$ cat src/hdl/core_isa_pkg.sv
package core_isa_pkg;

    localparam int xlen = 32;
    localparam int instr_width = 32;
    localparam int reg_addr_width = 5;

    // Major opcodes of the supported RV32I subset
    typedef enum logic [6:0] {
        OPC_OP     = 7'b0110011,
        OPC_OP_IMM = 7'b0010011,
        OPC_LUI    = 7'b0110111,
        OPC_AUIPC  = 7'b0010111,
        OPC_LOAD   = 7'b0000011,
        OPC_STORE  = 7'b0100011,
        OPC_JAL    = 7'b1101111
    } opcode_e;

    localparam logic [2:0] funct3_add_sub = 3'b000;
    localparam logic [2:0] funct3_slt = 3'b010;
    localparam logic [2:0] funct3_xor = 3'b100;
    localparam logic [2:0] funct3_or = 3'b110;
    localparam logic [2:0] funct3_and = 3'b111;
    localparam logic [6:0] funct7_sub = 7'b0100000;

    typedef enum logic [2:0] {
        ALU_ADD,
        ALU_SUB,
        ALU_AND,
        ALU_OR,
        ALU_XOR,
        ALU_SLT,
        ALU_PASS_B
    } alu_op_e;

    // ADDI x0, x0, 0
    localparam logic [instr_width-1:0] nop_instr = 32'h0000_0013;
    // JAL x0, 0 marks the end of a program
    localparam logic [instr_width-1:0] halt_instr = 32'h0000_006f;

endpackage

$ cat src/hdl/execute_stage.sv
`timescale 1ns/100ps

module execute_stage (
    input  logic clk,
    input  logic i_reset,
    input  logic [core_isa_pkg::xlen-1:0] i_pc,
    input  logic [core_isa_pkg::reg_addr_width-1:0] i_rs1,
    input  logic [core_isa_pkg::reg_addr_width-1:0] i_rs2,
    input  logic [core_isa_pkg::xlen-1:0] i_rs1_data,
    input  logic [core_isa_pkg::xlen-1:0] i_rs2_data,
    input  logic [core_isa_pkg::xlen-1:0] i_imm,
    input  logic [core_isa_pkg::reg_addr_width-1:0] i_rd,
    input  core_isa_pkg::alu_op_e i_alu_op,
    input  logic i_alu_src,
    input  logic i_auipc,
    input  logic i_mem_write,
    input  logic i_mem_to_reg,
    input  logic i_reg_write,
    input  logic i_halt,
    input  logic [core_isa_pkg::xlen-1:0] i_mem_fwd_data,
    input  logic i_wb_we,
    input  logic [core_isa_pkg::reg_addr_width-1:0] i_wb_rd,
    input  logic [core_isa_pkg::xlen-1:0] i_wb_data,
    output logic [core_isa_pkg::xlen-1:0] o_alu_result,
    output logic [core_isa_pkg::xlen-1:0] o_store_data,
    output logic [core_isa_pkg::reg_addr_width-1:0] o_rd,
    output logic o_mem_write,
    output logic o_mem_to_reg,
    output logic o_reg_write,
    output logic o_halt
);

    logic [core_isa_pkg::xlen-1:0] rs1_val, rs2_val, op_a, op_b, result;

    // Youngest producer wins so execute/memory goes before write-back
    function automatic logic [core_isa_pkg::xlen-1:0] forward(
        input logic [core_isa_pkg::reg_addr_width-1:0] idx,
        input logic [core_isa_pkg::xlen-1:0] rf_data);
        if (idx != '0 && o_reg_write && o_rd == idx)
            return i_mem_fwd_data;
        if (i_wb_we && i_wb_rd == idx)
            return i_wb_data;
        return rf_data;
    endfunction

    always_comb
    begin
        rs1_val = forward(i_rs1, i_rs1_data);
        rs2_val = forward(i_rs2, i_rs2_data);
    end

    assign op_a = i_auipc ? i_pc : rs1_val;
    assign op_b = i_alu_src ? i_imm : rs2_val;

    always_comb
    begin
        case (i_alu_op)
            core_isa_pkg::ALU_SUB: result = op_a - op_b;
            core_isa_pkg::ALU_AND: result = op_a & op_b;
            core_isa_pkg::ALU_OR: result = op_a | op_b;
            core_isa_pkg::ALU_XOR: result = op_a ^ op_b;
            core_isa_pkg::ALU_SLT: result = {31'b0, $signed(op_a) < $signed(op_b)};
            core_isa_pkg::ALU_PASS_B: result = op_b;
            default: result = op_a + op_b;
        endcase
    end

    always_ff @(posedge clk)
    begin
        o_alu_result <= result;
        o_store_data <= rs2_val;
        o_rd <= i_rd;
        if (i_reset)
        begin
            o_mem_write <= 1'b0;
            o_mem_to_reg <= 1'b0;
            o_reg_write <= 1'b0;
            o_halt <= 1'b0;
        end
        else
        begin
            o_mem_write <= i_mem_write;
            o_mem_to_reg <= i_mem_to_reg;
            o_reg_write <= i_reg_write;
            o_halt <= o_halt | i_halt;
        end
    end

    assert property (@(posedge clk) disable iff (i_reset) o_halt |=> o_halt);

endmodule

$ cat config.mk
export PLATFORM = sky130hd
export DESIGN_NAME = execute_stage
export DESIGN_NICKNAME = d
export VERILOG_FILES = /design/src/hdl/core_isa_pkg.sv /design/src/hdl/execute_stage.sv
export SDC_FILE = /design/constraint.sdc
export NUM_CORES = 1
export LEC_CHECK = 0
export BUFFER_PORTS_ARGS = -buffer_cell sky130_fd_sc_hd__buf_4
export CORE_AREA = 2 2 137 139
export DETAILED_ROUTE_END_ITERATION = 12
export DIE_AREA = 0 0 139 141
export GPL_ROUTABILITY_DRIVEN = 0
export PLACE_DENSITY = 0.86
export SLEW_MARGIN = 20
export SYNTH_ARGS = -nofsm -noshare
export SYNTH_HDL_FRONTEND = slang
export SYNTH_SLANG_ARGS = --single-unit
$ cat constraint.sdc
create_clock -name clk -period 5.8 [get_ports clk]
set_input_delay 0.58 -clock clk [delete_from_list [all_inputs] [get_ports clk]]
set_output_delay 0.58 -clock clk [all_outputs]
set_load 0.005 [all_outputs]
==> results of run 1 <==
worst paths after layout:
kind | start | endpoint | slack [ns] | cells after the start
max | i_wb_rd[2] | o_alu_result[27] | 0.47 | 18
min | i_rd[0] | o_rd[0] | 0.32 | 1
max reg2reg | o_rd[4] | o_alu_result[27] | 0.74 | 18
min reg2reg | o_halt | o_halt | 0.49 | 2
cell families after synthesis:
logic type / after synthesis / share of synthesized area
muxes: 99 / 0.106
adders and majority gates: 98 / 0.132
DFF: 73 / 0.156
and+or+nand+nor: 310 / 0.154
AOI/OAI and AO/OA: 475 / 0.338
xor gates and xnor gates: 32 / 0.0298
buffers and inverters: 195 / 0.0841
per-layer routing:
metal | GRT usage | wire (µm)
met1 | 0.439 | 14000
met2 | 0.589 | 16800
met3 | 0.0999 | 4310
met4 | 0.164 | 1750
met5 | 0 | 0
worst max-delay path: stages:
cell and delay, ns:
buf_4 0.12, xor2_1 0.17, or4_4 0.57, nor2_4 0.30, buf_12 0.24, mux2i_1 0.19
o21ai_0 0.13, mux2i_1 0.44, ha_1 0.47, inv_1 0.15, a211oi_1 0.31, o211ai_1 0.15
a211oi_1 0.65, o31ai_2 0.29, o31a_1 0.38, nand2_1 0.08, o21ai_0 0.09, a221oi_1 0.26
synth_stat cells, types with 9 or more instances:
master / instances / area [µm²]
a211oi_1: 58 / 435
a21o_1: 49 / 368
a21oi_1: 134 / 671
a22oi_1: 17 / 128
a31oi_1: 11 / 68.8
buf_2: 13 / 65.1
clkbuf_1: 64 / 240
dfxtp_1: 73 / 1460
ha_1: 96 / 1200
inv_1: 102 / 383
mux2i_1: 94 / 941
nand2_1: 78 / 293
nand2b_1: 12 / 75.1
nand3_1: 12 / 60.1
nor2_1: 121 / 454
nor2b_1: 9 / 56.3
nor3_1: 23 / 115
nor4_1: 11 / 68.8
o21ai_0: 76 / 380
o221ai_1: 10 / 87.6
o22ai_1: 13 / 81.3
o31ai_1: 9 / 67.6
xnor2_1: 19 / 166
xor2_1: 13 / 114
area by class of cell:
cell class                      instances  area [µm²]
Multi-Input combinational cell       1014        7150
Fill cell                            1565        6200
Timing Repair Buffer                  324        2470
Sequential cell                        73        1460
Inverter                              104         390
Tap cell                              234         293
Clock buffer                           10         229
Clock inverter                          6        67.6
stage by stage:
step           setup slack, ns  utilization
2_1_floorplan            0.744            -
3_3_place_gp             0.295        0.644
3_5_place_dp             0.245        0.644
4_1_cts                  0.597        0.660
5_1_grt                  0.204        0.660
6_report                 0.471        0.660
report_power, final:
| group | switching, mW | total, mW | internal [mW] |
|---|---|---|---|
| sequential | 0.0319 | 0.604 | 0.572 |
| combinational | 0.702 | 1.24 | 0.542 |
| clock | 0.259 | 0.594 | 0.336 |
==> impl_metrics.env, run 1 <==
export IMPL_status="finished, final reports clean"
export IMPL_worstPathMaxFanout=17
export IMPL_p_total_mw=2.44
export IMPL_vias_per_cell=6.36
export IMPL_stdcell_count=1765
export IMPL_grt_pass1_wl_mm=56.4
export IMPL_port_buffers=296
export IMPL_postCtsSetupRepairBufs=0
export IMPL_drt_antenna_violating_nets=0
export IMPL_cts_resized=0
export IMPL_hold_violations=0
export IMPL_nets=1848
export IMPL_clockBufferDepth=2
export IMPL_period_needed_ns=5.33
export IMPL_timing_fmax_ghz=0.188
export IMPL_worstSetupPathType="in2reg"
export IMPL_maxCapViolCount=0
export IMPL_die_area_mm2=0.0196
export IMPL_rsz0062_at_grt="false"
export IMPL_grt_pass1_vias=10700
export IMPL_diodes=0
export IMPL_hp_class="in2reg"
export IMPL_dr_pass1_iters=6
export IMPL_ys_seq_area_frac=0.156
export IMPL_drtIter0Drc=1496
export IMPL_placedCellCount=1749
export IMPL_dp_hpwl_mm=28.4
export IMPL_fin_tns_setup_ns=0
export IMPL_p_leak_nw=5.68
export IMPL_worstMarginPinSlew_ns=0.997
export IMPL_drc=0
export IMPL_clk_latency_ns=0.35
export IMPL_cts_htree_levels=3
export IMPL_finClkSkew_ns=0.00822
export IMPL_hold_buffers=0
export IMPL_grt_ovfl_total=0
export IMPL_cts_tree="yes"
export IMPL_dpl_cell_area_mm2=0.0118
export IMPL_worst_hold_slack_ns=0.323
export IMPL_synth_nets=1604
export IMPL_reg_top3="o_alu_result x32, o_store_data x32, o_rd x5"
export IMPL_drive_gt1_frac=0.247
export IMPL_drv_slew=0
export IMPL_syn_area_mm2=0.00939
export IMPL_antenna_found_initial=0
export IMPL_crit_required_ns=6.06
export IMPL_coreArea_mm2=0.0183
export IMPL_yosysUniqueCellTypes=81
export IMPL_num_vias=11200
export IMPL_syn_instance_count=1282
export IMPL_area_growth_pct=28.5
export IMPL_peakVddDrop_mv=0.163
export IMPL_synth_seq_cells=73
export IMPL_io_pins=297
export IMPL_final_cell_mix="buf_4, a21oi_1, nor2_1"
export IMPL_grt_max_degree=65
export IMPL_critPathArrivalTime_ns=5.59
export IMPL_async_flop_share=0
export IMPL_slew_headroom=0.333
export IMPL_cts_buffers=9
export IMPL_finalCritPeriodShare=0.919
export IMPL_root_buffer="clkbuf_16"
export IMPL_fp_dieW_um=139
export IMPL_clkSlewWorstSetupHoldPaths_ns=0.07
export IMPL_fin_area_mm2=0.0121
export IMPL_wire_per_inst_um=20.9
export IMPL_clock_sinks=73
export IMPL_yosys_most_used_dff="dfxtp_1"
export IMPL_crit_path_start_kind="input pin"
export IMPL_rows=50
export IMPL_synth_edf_count=0
export IMPL_initial_core_util=0.514
export IMPL_finalSetupViolCount=0
export IMPL_postSynthAreaPerCell_um2=7.32
export IMPL_die_h_um=141
export IMPL_grt_total_usage=0.359
export IMPL_routed_wirelength_mm=36.8
export IMPL_end_kind="register"
export IMPL_layout_commonest_cell="buf_4"
export IMPL_power_density_mw_per_mm2=202
export IMPL_synth_warnings=0
No activity file was read; power rests on OpenSTA's default activity.
==> run 2, diff against run 1 <==
--- a/config.mk
+++ b/config.mk
@@ -10,7 +10,7 @@
 export DETAILED_ROUTE_END_ITERATION = 12
 export DIE_AREA = 0 0 139 141
 export GPL_ROUTABILITY_DRIVEN = 0
-export PLACE_DENSITY = 0.86
+export PLACE_DENSITY = 0.88
 export SLEW_MARGIN = 20
 export SYNTH_ARGS = -nofsm -noshare
 export SYNTH_HDL_FRONTEND = slang
==> run 2 against run 1 <==
  * Critical path depth increased by 1
  * Critical endpoint unchanged
  * Largest power group unchanged
  * Routed wire length increased by 0.68%
  * Clock skew increased by 0.0020 ns
==> impl_metrics.env, run 2 (same netlist as run 1, synthesis figures left out) <==
export IMPL_status="finished, final reports clean"
export IMPL_place_ws_ns=0.261
export IMPL_worstHoldPathCells=1
export IMPL_num_vias=11300
export IMPL_seq_area_mm2=0.00146
export IMPL_grt_pass1_vias=10900
export IMPL_rows=50
export IMPL_finClkSkew_ns=0.0102
export IMPL_grt_ovfl_total=0
export IMPL_cts_htree_levels=3
export IMPL_end_kind="register"
export IMPL_grt_total_usage=0.363
export IMPL_ff2ff_path_depth=17
export IMPL_period_needed_ns=5.29
export IMPL_grt_max_degree=65
export IMPL_clk_latency_ns=0.36
export IMPL_grt_pass1_wl_mm=56.9
export IMPL_crit_path_start_kind="input pin"
export IMPL_reg_top3="o_alu_result x32, o_store_data x32, o_rd x5"
export IMPL_fin_tns_setup_ns=0
export IMPL_drtIter0Drc=1391
export IMPL_worstPathMaxFanout=14
export IMPL_postCtsSetupRepairBufs=0
export IMPL_nets=1862
export IMPL_area_growth_pct=29.7
export IMPL_fill_cells=1514
export IMPL_critPathArrivalTime_ns=5.52
export IMPL_cts_resized=0
export IMPL_maxCapViolCount=0
export IMPL_initial_core_util=0.514
export IMPL_power_density_mw_per_mm2=204
export IMPL_drc=0
export IMPL_drt_antenna_violating_nets=0
export IMPL_die_h_um=141
export IMPL_dr_pass1_iters=6
export IMPL_clockBufferDepth=2
export IMPL_drive_gt1_frac=0.254
export IMPL_hold_buffers=0
export IMPL_layout_commonest_cell="buf_4"
export IMPL_p_leak_nw=5.75
export IMPL_timing_fmax_ghz=0.189
export IMPL_diodes=0
export IMPL_die_area_mm2=0.0196
export IMPL_port_buffers=296
export IMPL_wire_per_inst_um=20.8
export IMPL_finalSetupViolCount=0
export IMPL_placedCellCount=1763
export IMPL_multi_input_area_mm2=0.00715
export IMPL_hp_class="in2reg"
export IMPL_io_pins=297
export IMPL_finalCritPeriodShare=0.913
export IMPL_cts_buffers=9
export IMPL_antenna_found_initial=0
export IMPL_clock_sinks=73
export IMPL_routed_wirelength_mm=37.1
export IMPL_worstMarginPinSlew_ns=0.805
export IMPL_drv_slew=0
export IMPL_clkSlewWorstSetupHoldPaths_ns=0.07
export IMPL_peakVddDrop_mv=0.158
export IMPL_crit_required_ns=6.03
export IMPL_rsz0062_at_grt="false"
export IMPL_hold_violations=0
export IMPL_fp_dieW_um=139
export IMPL_cts_tree="yes"
export IMPL_coreArea_mm2=0.0183
export IMPL_dp_hpwl_mm=28.0
export IMPL_vias_per_cell=6.36
export IMPL_root_buffer="clkbuf_16"
export IMPL_stdcell_count=1779
export IMPL_worstSetupPathType="in2reg"
export IMPL_timing_final_ws_setup_ns=0.506
export IMPL_final_cell_mix="buf_4, a21oi_1, nor2_1"
export IMPL_slew_headroom=0.449
==> run 2: cell types whose count changed in the layout (fill, tap and decap cells not counted) <==
cell      change
inv_6         -1
clkbuf_8      +1
buf_4        +14
clkbuf_1      -1
clkinv_4      +1
==> run 2: area by class of cell <==
class / count / area share
Multi-Input combinational cell: 1014 / 0.587
Timing Repair Buffer: 338 / 0.211
Sequential cell: 73 / 0.120
Inverter: 104 / 0.0321
Tap cell: 234 / 0.0240
Clock buffer: 10 / 0.0196
Clock inverter: 6 / 0.00555
==> run 2: through the flow <==
stage | utilization | power, mW | hold slack, ns | instance area (µm²)
after global placement | 0.650 | 1.81 | 0.453 | 11900
final | 0.667 | 2.48 | 0.317 | 12200
after detailed placement | 0.650 | 1.83 | 0.474 | 11900
after global routing | 0.667 | 2.60 | 0.313 | 12200
after floorplan | - | 1.35 | 0.456 | 9390
after CTS | 0.667 | 2.44 | 0.318 | 12200
==> run 2: path summary, 6_finish.rpt <==
path,from,to,slack [ns]
max,i_wb_rd[2],o_alu_result[27],0.51
min reg2reg,o_halt,o_halt,0.49
min,i_rd[4],o_rd[4],0.32
max reg2reg,o_rd[2],o_alu_result[27],0.77
==> run 2: critical path, cell delays in order <==
cell,delay [ns]
buf_4,0.12
xor2_1,0.17
or4_4,0.57
nor2_4,0.17
buf_4,0.25
mux2i_1,0.20
o21ai_0,0.13
mux2i_1,0.47
ha_1,0.48
and4_1,0.25
a221o_1,0.32
nor3_1,0.22
a211oi_1,0.12
buf_4,0.17
o31ai_2,0.50
o31a_1,0.30
nand2b_1,0.13
a21oi_1,0.06
a221oi_1,0.31
==> run 2: power by group <==
part / switching (mW) / internal, mW
Sequential: 0.0299 / 0.572
Combinational: 0.711 / 0.558
Clock: 0.263 / 0.346
==> run 2: per-layer routing <==
layer | global-route usage | wire [µm] | up-vias
met1 | 0.442 | 14000 | 5185
met5 | 0 | 0 | -
met2 | 0.602 | 17000 | 788
met4 | 0.184 | 2020 | 0
met3 | 0.0849 | 4020 | 178
li1 | - | - | 5164
